===== config.mk =====
export PLATFORM = sky130hd
export DESIGN_NAME = adc_capture_top
export DESIGN_NICKNAME = d
export VERILOG_FILES = /design/src/source/capture_pkg.sv /design/src/source/readout_pkg.sv /design/src/source/fifo_if.sv /design/src/source/adc_capture_top.sv /design/src/source/error_monitor.sv /design/src/source/byte_reader.sv /design/src/source/sample_packer.sv /design/src/source/capture_ctrl.sv /design/src/source/sync_fifo.sv
export SDC_FILE = /design/constraint.sdc
export NUM_CORES = 2
export LEC_CHECK = 0
export BUFFER_PORTS_ARGS = -buffer_cell sky130_fd_sc_hd__buf_2
export CAP_MARGIN = 5
export CORE_MARGIN = 3
export CORE_UTILIZATION = 47
export CTS_CLUSTER_DIAMETER = 40
export DETAILED_ROUTE_END_ITERATION = 6
export PLACE_DENSITY_LB_ADDON = 0.1
export SYNTH_ARGS = -nofsm -noshare
export SYNTH_HDL_FRONTEND = slang
export SYNTH_HIERARCHICAL = 1
export SYNTH_SLANG_ARGS = --single-unit

===== constraint.sdc =====
create_clock -name adc_sampleclk -period 4.9 [get_ports adc_sampleclk]
set_clock_uncertainty 0.05 [all_clocks]
set_input_delay 0.98 -clock adc_sampleclk [delete_from_list [all_inputs] [get_ports adc_sampleclk]]
set_output_delay 0.98 -clock adc_sampleclk [all_outputs]
set_load 0.02 [all_outputs]

===== src/source/capture_pkg.sv =====
package capture_pkg;

    localparam int SAMPLE_W = 12;
    typedef logic [SAMPLE_W-1:0] sample_t;

    localparam int CNT_W = 16;
    typedef logic [CNT_W-1:0] count_t;

    localparam int DS_W = 13;                   // downsample factor width

    localparam int FAST_DEPTH = 64;             // presample setting valid up to 48
    localparam int SLOW_DEPTH = 32;             // in packed words

    typedef enum logic [2:0] {
        IDLE,
        PRESAMP_FILLING,
        PRESAMP_FULL,
        TRIGGERED,
        DONE
    } capture_state_t;

    localparam int ERR_W          = 6;
    localparam int ERR_DOWNSAMPLE = 5;
    localparam int ERR_CLIP       = 4;
    localparam int ERR_PRESAMP    = 3;
    localparam int ERR_FAST_OVF   = 2;
    localparam int ERR_SLOW_OVF   = 1;
    localparam int ERR_SLOW_UNF   = 0;

endpackage

===== src/source/readout_pkg.sv =====
package readout_pkg;

    import capture_pkg::*;

    localparam int SAMPLES_PER_WORD = 3;
    localparam int WORD_W = SAMPLES_PER_WORD * SAMPLE_W;

    // oldest sample sits in the top bits
    typedef logic [WORD_W-1:0] word_t;

    localparam int HI_RES_LANES = 9;            // bytes per two words
    localparam int LO_RES_LANES = 3;            // bytes per word

    typedef logic [3:0] lane_t;

endpackage


===== src/source/fifo_if.sv =====
interface fifo_if #(
    parameter type T = logic
);

    logic wr_en;
    T     din;
    logic rd_en;
    T     dout;                                 // head entry, valid while !empty
    logic full;
    logic empty;
    logic overflow;                             // one-cycle pulses
    logic underflow;

    modport mem    (input wr_en, din, rd_en, output dout, full, empty, overflow, underflow);
    modport writer (output wr_en, din, input full, overflow);
    modport reader (output rd_en, input dout, empty, underflow);

endinterface


===== src/source/adc_capture_top.sv =====
module adc_capture_top import capture_pkg::*; import readout_pkg::*; (
    input  logic             adc_sampleclk,
    input  logic             reset,
    input  sample_t          adc_datain_i,
    input  logic             adc_capture_go_i,
    input  logic             arm_i,
    input  count_t           presample_i,
    input  count_t           max_samples_i,
    input  logic [DS_W-1:0]  downsample_i,
    input  logic             low_res_i,
    input  logic             low_res_lsb_i,
    input  logic             no_clip_errors_i,
    input  logic             clear_fifo_errors_i,
    input  logic             fifo_read_fifoen_i,
    output logic             fifo_read_fifoempty_o,
    output logic [7:0]       fifo_read_data_o,
    output logic             adc_capture_stop_o,
    output logic             error_flag_o,
    output logic [ERR_W-1:0] error_stat_o
);

    fifo_if #(.T(sample_t)) fast_if ();        // raw samples
    fifo_if #(.T(word_t))   slow_if ();        // packed words

    logic arm_pulse;
    logic drain;
    logic pack_en;
    logic pack_busy;
    logic presamp_err;
    logic downsample_err;
    logic unf_sticky;

    assign fifo_read_fifoempty_o = slow_if.empty;

    sync_fifo #(.T(sample_t), .DEPTH(FAST_DEPTH)) i_fast_fifo (
        .adc_sampleclk, .reset, .flush_i(arm_pulse), .f(fast_if.mem)
    );

    sync_fifo #(.T(word_t), .DEPTH(SLOW_DEPTH)) i_slow_fifo (
        .adc_sampleclk, .reset, .flush_i(arm_pulse), .f(slow_if.mem)
    );

    capture_ctrl i_capture_ctrl (
        .adc_sampleclk, .reset, .arm_i, .adc_capture_go_i,
        .adc_data_i       (adc_datain_i),
        .presample_i, .max_samples_i, .downsample_i,
        .fast_empty_i     (fast_if.empty),
        .busy_i           (pack_busy),
        .arm_pulse_o      (arm_pulse),
        .capture_stop_o   (adc_capture_stop_o),
        .presamp_err_o    (presamp_err),
        .downsample_err_o (downsample_err),
        .drain_o          (drain),
        .pack_en_o        (pack_en),
        .fast_wr          (fast_if.writer)
    );

    sample_packer i_sample_packer (
        .adc_sampleclk, .reset,
        .arm_pulse_i (arm_pulse),
        .drain_i     (drain),
        .pack_en_i   (pack_en),
        .fast_rd     (fast_if.reader),
        .slow_wr     (slow_if.writer),
        .busy_o      (pack_busy)
    );

    byte_reader i_byte_reader (
        .adc_sampleclk, .reset, .low_res_i, .low_res_lsb_i,
        .arm_pulse_i  (arm_pulse),
        .fifoen_i     (fifo_read_fifoen_i),
        .slow_rd      (slow_if.reader),
        .data_o       (fifo_read_data_o),
        .unf_sticky_o (unf_sticky)
    );

    error_monitor i_error_monitor (
        .adc_sampleclk, .reset, .no_clip_errors_i, .error_flag_o, .error_stat_o,
        .arm_pulse_i      (arm_pulse),
        .clear_i          (clear_fifo_errors_i),
        .adc_data_i       (adc_datain_i),
        .fast_wr_i        (fast_if.wr_en),
        .downsample_err_i (downsample_err),
        .presamp_err_i    (presamp_err),
        .fast_ovf_i       (fast_if.overflow),
        .slow_ovf_i       (slow_if.overflow),
        .slow_unf_i       (unf_sticky)      // underflow holds until re-arm
    );

endmodule


===== src/source/error_monitor.sv =====
module error_monitor import capture_pkg::*; (
    input  logic             adc_sampleclk,
    input  logic             reset,
    input  logic             arm_pulse_i,
    input  logic             clear_i,
    input  logic             no_clip_errors_i,
    input  sample_t          adc_data_i,
    input  logic             fast_wr_i,
    input  logic             downsample_err_i,
    input  logic             presamp_err_i,
    input  logic             fast_ovf_i,
    input  logic             slow_ovf_i,
    input  logic             slow_unf_i,
    output logic             error_flag_o,
    output logic [ERR_W-1:0] error_stat_o
);

    logic             clip_err;
    logic [ERR_W-1:0] err_vec;

    // a written sample at either rail counts as clipped
    assign clip_err = !no_clip_errors_i && fast_wr_i
                      && ((adc_data_i == '1) || (adc_data_i == '0));

    always_comb begin
        err_vec                 = '0;
        err_vec[ERR_DOWNSAMPLE] = downsample_err_i;
        err_vec[ERR_CLIP]       = clip_err;
        err_vec[ERR_PRESAMP]    = presamp_err_i;
        err_vec[ERR_FAST_OVF]   = fast_ovf_i;
        err_vec[ERR_SLOW_OVF]   = slow_ovf_i;
        err_vec[ERR_SLOW_UNF]   = slow_unf_i;
    end

    always_ff @(posedge adc_sampleclk) begin
        if (reset || arm_pulse_i || clear_i) begin
            error_flag_o <= 1'b0;
            error_stat_o <= '0;
        end else if (|err_vec) begin
            error_flag_o <= 1'b1;
            error_stat_o <= error_stat_o | err_vec;   // bits stay set until arm or clear
        end
    end

endmodule


===== src/source/byte_reader.sv =====
module byte_reader import capture_pkg::*; import readout_pkg::*; (
    input  logic       adc_sampleclk,
    input  logic       reset,
    input  logic       arm_pulse_i,
    input  logic       low_res_i,
    input  logic       low_res_lsb_i,
    input  logic       fifoen_i,
    fifo_if.reader     slow_rd,
    output logic [7:0] data_o,
    output logic       unf_sticky_o
);

    lane_t      lane;
    lane_t      last_lane;
    logic       pop_lane;
    logic [3:0] nib_q;                          // low nibble of first word, for lane 4
    sample_t    lo_sample;

    assign last_lane = low_res_i ? lane_t'(LO_RES_LANES - 1) : lane_t'(HI_RES_LANES - 1);
    assign pop_lane  = (lane == last_lane) || (!low_res_i && (lane == lane_t'(3)));

    // any read while empty also reaches the FIFO so it reports underflow
    assign slow_rd.rd_en = fifoen_i && (pop_lane || slow_rd.empty);

    always_ff @(posedge adc_sampleclk) begin
        if (reset || arm_pulse_i) begin
            lane         <= '0;
            unf_sticky_o <= 1'b0;
        end else begin
            if (fifoen_i)
                lane <= (lane >= last_lane) ? lane_t'(0) : lane + 1'b1;
            if (slow_rd.underflow)
                unf_sticky_o <= 1'b1;
        end
    end

    always_ff @(posedge adc_sampleclk) begin
        if (fifoen_i && !low_res_i && (lane == lane_t'(3)))
            nib_q <= slow_rd.dout[3:0];
    end

    always_comb begin
        case (lane[1:0])
            2'd0:    lo_sample = slow_rd.dout[3*SAMPLE_W-1 -: SAMPLE_W];
            2'd1:    lo_sample = slow_rd.dout[2*SAMPLE_W-1 -: SAMPLE_W];
            default: lo_sample = slow_rd.dout[SAMPLE_W-1:0];
        endcase

        if (unf_sticky_o) begin
            data_o = 8'h00;
        end else if (low_res_i) begin
            data_o = low_res_lsb_i ? lo_sample[7:0] : lo_sample[SAMPLE_W-1 -: 8];
        end else begin
            case (lane)                         // two words give nine bytes
                4'd0:    data_o = slow_rd.dout[35:28];
                4'd1:    data_o = slow_rd.dout[27:20];
                4'd2:    data_o = slow_rd.dout[19:12];
                4'd3:    data_o = slow_rd.dout[11:4];
                4'd4:    data_o = {nib_q, slow_rd.dout[35:32]};
                4'd5:    data_o = slow_rd.dout[31:24];
                4'd6:    data_o = slow_rd.dout[23:16];
                4'd7:    data_o = slow_rd.dout[15:8];
                4'd8:    data_o = slow_rd.dout[7:0];
                default: data_o = 8'h00;
            endcase
        end
    end

endmodule


===== src/source/sample_packer.sv =====
module sample_packer import capture_pkg::*; import readout_pkg::*; (
    input  logic   adc_sampleclk,
    input  logic   reset,
    input  logic   arm_pulse_i,
    input  logic   drain_i,
    input  logic   pack_en_i,
    fifo_if.reader fast_rd,
    fifo_if.writer slow_wr,
    output logic   busy_o
);

    word_t      word_q;
    logic [1:0] fill;                           // samples held in word_q
    logic       pop;
    logic       wr_q;

    assign pop           = pack_en_i && !drain_i && !fast_rd.empty && !slow_wr.full;
    assign fast_rd.rd_en = drain_i || pop;      // drained samples are discarded
    assign slow_wr.wr_en = wr_q;
    assign slow_wr.din   = word_q;
    assign busy_o        = (fill != 2'd0) || wr_q;

    always_ff @(posedge adc_sampleclk) begin
        if (reset || arm_pulse_i) begin
            fill <= 2'd0;
            wr_q <= 1'b0;
        end else begin
            wr_q <= pop && (fill == 2'(SAMPLES_PER_WORD - 1));   // word out the cycle after
            if (pop)
                fill <= (fill == 2'(SAMPLES_PER_WORD - 1)) ? 2'd0 : fill + 2'd1;
        end
    end

    always_ff @(posedge adc_sampleclk) begin
        if (pop)
            word_q <= {word_q[WORD_W-SAMPLE_W-1:0], fast_rd.dout};
    end

endmodule


===== src/source/capture_ctrl.sv =====
module capture_ctrl import capture_pkg::*; (
    input  logic            adc_sampleclk,
    input  logic            reset,
    input  logic            arm_i,
    input  logic            adc_capture_go_i,
    input  sample_t         adc_data_i,
    input  count_t          presample_i,
    input  count_t          max_samples_i,
    input  logic [DS_W-1:0] downsample_i,
    input  logic            fast_empty_i,
    input  logic            busy_i,
    output logic            arm_pulse_o,
    output logic            capture_stop_o,
    output logic            presamp_err_o,
    output logic            downsample_err_o,
    output logic            drain_o,
    output logic            pack_en_o,
    fifo_if.writer          fast_wr
);

    capture_state_t  state;
    logic            arm_r;
    logic            armed;
    logic [DS_W-1:0] ds_cnt;
    logic            ds_tick;
    logic            wr;
    count_t          sample_cnt;
    count_t          sample_cnt_nxt;
    logic [1:0]      phase;
    logic [1:0]      phase_nxt;
    logic            last_wr;

    assign arm_pulse_o    = arm_i && !arm_r;
    assign ds_tick        = (ds_cnt >= downsample_i);     // one opportunity per downsample_i+1
    assign wr             = ds_tick && (state inside {PRESAMP_FILLING, PRESAMP_FULL, TRIGGERED});
    assign drain_o        = wr && (state == PRESAMP_FULL) && !adc_capture_go_i;
    assign presamp_err_o  = (state == PRESAMP_FILLING) && adc_capture_go_i;
    assign pack_en_o      = (state == TRIGGERED) || (state == DONE);
    assign sample_cnt_nxt = sample_cnt + 1'b1;
    assign phase_nxt      = (phase == 2'd2) ? 2'd0 : phase + 2'd1;   // stream index mod 3

    // stop once max is reached on a word boundary
    assign last_wr = wr && (state == TRIGGERED) && (sample_cnt_nxt >= max_samples_i)
                     && (phase_nxt == 2'd0);

    assign fast_wr.wr_en = wr;
    assign fast_wr.din   = adc_data_i;

    always_ff @(posedge adc_sampleclk) begin
        if (reset) begin
            arm_r  <= 1'b0;
            ds_cnt <= '0;
        end else begin
            arm_r <= arm_i;
            if (arm_pulse_o || ds_tick)
                ds_cnt <= '0;
            else
                ds_cnt <= ds_cnt + 1'b1;
        end
    end

    always_ff @(posedge adc_sampleclk) begin
        if (reset) begin
            state            <= IDLE;
            armed            <= 1'b0;
            sample_cnt       <= '0;
            phase            <= '0;
            capture_stop_o   <= 1'b0;
            downsample_err_o <= 1'b0;
        end else if (arm_pulse_o) begin
            state            <= IDLE;
            armed            <= 1'b1;
            sample_cnt       <= '0;
            phase            <= '0;
            capture_stop_o   <= 1'b0;
            downsample_err_o <= 1'b0;
        end else begin
            if (wr && !drain_o) begin           // drained writes keep the count at presample_i
                sample_cnt <= sample_cnt_nxt;
                phase      <= phase_nxt;
            end
            case (state)
                IDLE: begin
                    downsample_err_o <= (downsample_i != '0) && (presample_i != '0);
                    if (armed && (presample_i != '0)) begin
                        armed <= 1'b0;
                        state <= PRESAMP_FILLING;
                    end else if (armed && adc_capture_go_i) begin
                        armed <= 1'b0;
                        state <= TRIGGERED;
                    end
                end
                PRESAMP_FILLING: begin
                    if (adc_capture_go_i)
                        state <= TRIGGERED;     // early trigger, flagged as presample error
                    else if (wr && (sample_cnt_nxt >= presample_i))
                        state <= PRESAMP_FULL;
                end
                PRESAMP_FULL: begin
                    if (adc_capture_go_i)
                        state <= TRIGGERED;
                end
                TRIGGERED: begin
                    if (last_wr) begin
                        capture_stop_o <= 1'b1; // held until next arm
                        state          <= DONE;
                    end
                end
                DONE: begin
                    if (fast_empty_i && !busy_i)
                        state <= IDLE;
                end
                default: state <= IDLE;
            endcase
        end
    end

endmodule


===== src/source/sync_fifo.sv =====
module sync_fifo import capture_pkg::*; #(
    parameter type T     = sample_t,
    parameter int  DEPTH = FAST_DEPTH
) (
    input  logic adc_sampleclk,
    input  logic reset,
    input  logic flush_i,
    fifo_if.mem  f
);

    localparam int AW = $clog2(DEPTH);

    T              mem [DEPTH];
    logic [AW-1:0] wr_ptr;
    logic [AW-1:0] rd_ptr;
    logic [AW:0]   count;
    logic          do_wr;
    logic          do_rd;

    assign f.full  = (count == (AW+1)'(DEPTH));
    assign f.empty = (count == '0);
    assign f.dout  = mem[rd_ptr];               // show-ahead
    assign do_wr   = f.wr_en && !f.full;        // write on full is dropped
    assign do_rd   = f.rd_en && !f.empty;

    always_ff @(posedge adc_sampleclk) begin
        if (reset || flush_i) begin
            wr_ptr      <= '0;
            rd_ptr      <= '0;
            count       <= '0;
            f.overflow  <= 1'b0;
            f.underflow <= 1'b0;
        end else begin
            if (do_wr)
                wr_ptr <= wr_ptr + 1'b1;        // depth is a power of two
            if (do_rd)
                rd_ptr <= rd_ptr + 1'b1;
            count       <= count + (AW+1)'(do_wr) - (AW+1)'(do_rd);
            f.overflow  <= f.wr_en && f.full;
            f.underflow <= f.rd_en && f.empty;
        end
    end

    always_ff @(posedge adc_sampleclk) begin
        if (do_wr)
            mem[wr_ptr] <= f.din;
    end

endmodule


### Word-level counts from Yosys, hierarchy flattened

Memory sizes are Yosys's and may differ from the RTL's. A register that Yosys moved wholly into a read port is not among the register bits.
Cells that the tools add are included.

* register bits: 131
* input bits: 66
* RAM bits: 1920
* memories kept: 2

* equality and inequality tests: 24
* mux-type cells: 27
* bitwise gates (word level): 1
* $lt $le $gt $ge: 4
* add/sub/neg operators: 13
* reduce and logical (&&, ||, !) cells: 69

Memories
* i_slow_fifo.mem: words 32, width 36, rd ports 1, clocked after Yosys merged registers in 1, wr ports 1, RTL line sync_fifo.sv:13 `T mem [DEPTH];`
* i_fast_fifo.mem: words 64, width 12, rd ports 1, clocked after Yosys merged registers in 1, wr ports 1, RTL line sync_fifo.sv:13

Operators with widths (number)
* $pmux 8 s9: 1
* $ge 16x16->1: 2
* $logic_and 1x1->1: 31
* $mux 8: 3
* $pmux 12 s2: 1
* $mux 3: 7
* $add 16x1->16 const B: 1
* $eq 4x3->1 const B: 4
* $reduce_bool 16->1: 1
* $pmux 3 s5: 1
* $add 13x1->13 const B: 1
* $ge 13x13->1: 1
* $reduce_bool 13->1: 1
* $add 6x1->6 const B: 2
* $eq 12x12->1 const B: 1
* $logic_not 12->1: 1
* $add 5x1->5 const B: 2
* $logic_not 1->1: 10
* $mux 5: 2
* $logic_or 1x1->1: 9
* $eq 4x2->1 const B: 2
* $mux 1: 8
* $mux 4: 2
* $add 7x1->7: 1
* 33 further kinds: 43

### Logic depth before layout (Yosys ltp)

* word-level depth: 12
* depth in mapped cells: 21

### Cells and area by module

Netlist, hierarchy kept.

Modules (own cells, without submodules)
* sync_fifo at i_slow_fifo: cells each 2278, seq. area each 35053.6 µm², times used 1, area each 45229.6 µm²
* sync_fifo at i_fast_fifo: cells each 1439, seq. area each 23602.6 µm², times used 1, area each 30749.5 µm²
* capture_ctrl: cells each 399, seq. area each 760.7 µm², times used 1, area each 3115.5 µm²
* byte_reader: cells each 163, seq. area each 220.2 µm², times used 1, area each 1340.0 µm²
* sample_packer: cells each 51, seq. area each 1141.1 µm², times used 1, area each 1238.7 µm²
* error_monitor: cells each 34, seq. area each 140.1 µm², times used 1, area each 274.0 µm²

### Worst setup path before layout

Ideal clock, no wire load.

* kind: input port to flip-flop
* start: input port downsample_i[3]
* end: register i_fast_fifo.count[6]
* path slack: 63 ps
* cell stages on the path: 21
* path buffers: 1
* setup time: 122 ps
* data arrival time: 4666 ps
* path through: inv_1 -> ha_1 -> a211oi_1 -> o21ai_1 -> o2111ai_1 -> and2_1 -> nor3_1 -> or4b_4 -> or2b_2 -> nor2b_1 -> clkbuf_1 -> xor2_1 -> ha_1 -> inv_1 -> fa_1 -> nand2b_1 -> a21oi_1 -> o21ai_0 -> a21oi_1 -> or3_1 -> a21oi_1

* longest elaborated chain between the ends: 11

Ends and longest elaborated chain
* start: declaration: RTL line adc_capture_top.sv:9 `input logic [DS_W-1:0] downsample_i,`
* $ge 13x13->1 (*): RTL line capture_ctrl.sv:34 `assign ds_tick = (ds_cnt >= downsample_i);`
* $logic_and 1x1->1 (*): RTL line capture_ctrl.sv:35 `assign wr = ds_tick && (state inside {PRESAMP_FILLING, PRESAMP_FULL, TRIGGERED});`
* $logic_and 1x1->1 (*) (2 in series): RTL line capture_ctrl.sv:36 `assign drain_o = wr && (state == PRESAMP_FULL) && !adc_capture_go_i;`
* via drain: RTL line adc_capture_top.sv:26 `logic drain;`
* $logic_not 1->1: RTL line sample_packer.sv:17 `assign pop = pack_en_i && !drain_i && !fast_rd.empty && !slow_wr.full;`
* $logic_and 1x1->1 (3 in series): RTL line sample_packer.sv:17
* $logic_or 1x1->1 (*): RTL line sample_packer.sv:18 `assign fast_rd.rd_en = drain_i || pop;`
* via fast_if.rd_en: RTL line fifo_if.sv:7 `logic rd_en;`
* $logic_and 1x1->1 (*): RTL line sync_fifo.sv:24 `assign do_rd = f.rd_en && !f.empty;`
* $sub 7x1->7 (*): RTL line sync_fifo.sv:38 `count <= count + (AW+1)'(do_wr) - (AW+1)'(do_rd);`
* end signal: assignment: RTL line sync_fifo.sv:38
* end: declaration: RTL line sync_fifo.sv:16 `logic [AW:0] count;`

The timed path passes the listed nets; every way through them passes the cells marked *.
A chain may end at the register's enable or synchronous reset.

==> reports/metrics.cfg <==
[clocking]
cts_hold_repair.buffers = 0
cts-root-buf = sky130_fd_sc_hd__clkbuf_16
tritoncts = yes
clock_latency_ps = 920
clk_transition_reported_paths_ps = 60
cts.sink_count = 2062
ctsHtreeMaxLevel = 5
cts_max_path_buffers = 4
numCtsBuffers = 292

[setup_path]
cp-start-kind = register
crit_type = register to output port
path_max_fanout = 7
end_kind = output port
worst-endpoint-required_ps = 3870
worstPathArrival_ps = 4210

[pwr]
power.sequential.fraction = 0.466
p_sw_frac = 0.209
cell_internal_pwr_w = 0.0326
power.combinational.fraction = 0.035
net-switching-power_w = 0.00861
power.density_cell_area_nw_per_um2 = 420
total_leakage_power_nw = 31.4
power.ir.vdd_worst_mv = 0.470
p_clk_frac = 0.499

[floorplanning]
core.rowCount = 152
die-area_um2 = 179000
die_w_um = 423
core_region_area_um2 = 172000
die_h_um = 423
start_util = 0.475
top_level_ports = 83

[global_route]
maximum_number_of_pins_on_one_net_before_global_route_repair = 67
antenna_found_initial = 5
grtUsageTotal = 0.242
grt_first_pass_wirelength_um = 314000
grt_pass1_vias = 44000
grt_overflow = 0

[placement]
finalWeightedCongestion = 0.816
portBuffers = 82
dpl.hpwl_um = 123000
placedInstanceArea_um2 = 86900

[hold_path]
timing.hold.worst.class = input pin to register

[cells_and_area]
fill_cells = 13100
fin_nets = 4970
mostFrequentLayoutCell = sky130_fd_sc_hd__edfxtp_1
final_cell_mix = 1960 x sky130_fd_sc_hd__edfxtp_1, 341 x sky130_fd_sc_hd__mux4_2, 299 x sky130_fd_sc_hd__clkbuf_16
post_route_cells_drive_above_1_share = 0.315
area.growth.synth_to_final_pct = 19.6
post-route-cell-area_um2 = 98000

[routing]
wl_um = 218000
wl_per_cell_um = 29.6
route.detailed.vias_per_inst = 5.94
via_count = 43600
detail_route.iter0.violations = 4679
antenna_violating_nets_post_route = 0
detail_route.first_pass.iterations = 6
drc = 0

[run_status]
failing_checks = negative setup slack
outcome = complete, but fails checks

[logic_synthesis]
yosysWarnings = 6
synth_cells = 4362
synth_fp_nets = 4506
avgSynthCellArea_um2 = 18.8
synth.cell_area_um2 = 81900

[timing]
tightestPinTransition_ps = 1240
relative_slew_margins = 0.174
grt_setup_unrepaired = yes
final_clock_period_utilization_by_the_worst_path = 1.07
timing_hold_violations_final = 0
period_minus_slack_ps = 5240
finalSetupViolCount = 8
fin_hold_ws_ps = 278
fmaxAchievable_mhz = 191
slew_viol_final = 0
final_worst_setup_slack_ps = -338

[flow_run]
max_cap_violations = 0

==> state kept, by name, summed over array words and instances (netlist names), 2 cells and up, named ones only <==
| name | cells |
|---|---|
| i_byte_reader/lane | 4 |
| i_fast_fifo/rd_ptr | 6 |
| i_capture_ctrl/state | 3 |
| i_slow_fifo/count | 6 |
| i_capture_ctrl/ds_cnt | 13 |
| i_fast_fifo/count | 7 |
| i_byte_reader/nib_q | 4 |
| i_capture_ctrl/sample_cnt | 16 |
| i_sample_packer/slow_wr.din | 36 |
| i_slow_fifo/rd_ptr | 5 |
| i_slow_fifo/mem | 1152 |
| i_capture_ctrl/phase | 2 |
| i_sample_packer/fill | 2 |
| i_error_monitor/error_stat_o | 6 |
| i_fast_fifo/wr_ptr | 6 |
| i_slow_fifo/wr_ptr | 5 |
| i_fast_fifo/mem | 768 |
==> power groups by stage <==
| stage | clock, W | combinational, W | sequential, W |
|---|---|---|---|
| 6_report | 0.0205 | 0.00146 | 0.0192 |
| 5_1_grt | 0.0216 | 0.00155 | 0.0192 |
| 4_1_cts | 0.0209 | 0.00143 | 0.0192 |
| 3_5_place_dp | 0 | 0.00127 | 0.0195 |
| 3_3_place_gp | 0 | 0.00125 | 0.0195 |
| 2_1_floorplan | 0 | 0.000740 | 0.0195 |
==> per-stage QoR <==
step                setup TNS [ps]  std cells  total power, W  utilization  worst slack, ps
floorplan                        0       4362          0.0203            -             71.4
global placement                 0       6775          0.0208        0.504             73.3
detailed placement               0       6775          0.0208        0.504             21.7
CTS                          -2230       7326          0.0415        0.566             -300
global route                 -2660       7339          0.0424        0.568             -403
finish                       -1920       7340          0.0412        0.568             -338
==> critical path, stage by stage, from the launching register on <==
cell and delay, ps:
sky130_fd_sc_hd__dfxtp_4 380, sky130_fd_sc_hd__buf_6 150, sky130_fd_sc_hd__buf_12 160, sky130_fd_sc_hd__or2_4 300
sky130_fd_sc_hd__buf_12 180, sky130_fd_sc_hd__buf_16 150, sky130_fd_sc_hd__o22ai_2 170, sky130_fd_sc_hd__nor3_1 70
sky130_fd_sc_hd__or4_4 570, sky130_fd_sc_hd__a222oi_1 320, sky130_fd_sc_hd__mux2i_1 150, sky130_fd_sc_hd__a221oi_2 340
sky130_fd_sc_hd__nor4_2 120, sky130_fd_sc_hd__buf_4 230
==> final timing paths <==
| check | start | to | slack (ps) | cells past startpoint |
|---|---|---|---|---|
| setup / recovery | register | fifo_read_data_o[7] | -340 | 13 |
| hold / removal | arm_i | i_capture_ctrl/arm_r$_SDFF_PP0_ | 280 | 2 |
| setup reg to reg | i_capture_ctrl/sample_cnt[0]$_SDFFE_PP0P_ | i_capture_ctrl/state[1]$_SDFFE_PP0P_ | 640 | 15 |
| hold reg to reg | i_capture_ctrl/capture_stop_o$_SDFFE_PP0P_ | i_capture_ctrl/capture_stop_o$_SDFFE_PP0P_ | 390 | 2 |
==> layer usage <==
layer,share of wire,vias up,track usage
met5,0,-,0
met4,0.028,0,0.0669
met3,0.058,415,0.0370
met2,0.50,1505,0.405
met1,0.42,23000,0.331
li1,-,18700,-
==> what timing repair did <==
action	4_1_cts	5_1_grt
endpoints found under the setup margin	8	8
pin swaps	36	17
gates cloned	13	3
resized for setup	118	34
setup buffers	42	11
==> cell type report <==
| type | count | area [µm²] | area share |
|---|---|---|---|
| antenna | 1 | 2.50 | 0.0000255 |
| sequential | 2062 | 60900 | 0.622 |
| clock buffer | 332 | 7560 | 0.0772 |
| tap | 2310 | 2890 | 0.0295 |
| inverter | 73 | 274 | 0.00280 |
| timing repair buffer | 415 | 4290 | 0.0438 |
| multi-input combinational | 1982 | 20200 | 0.206 |
| clock inverter | 165 | 1910 | 0.0194 |
Note: power is estimated with default switching activity, not from simulation.
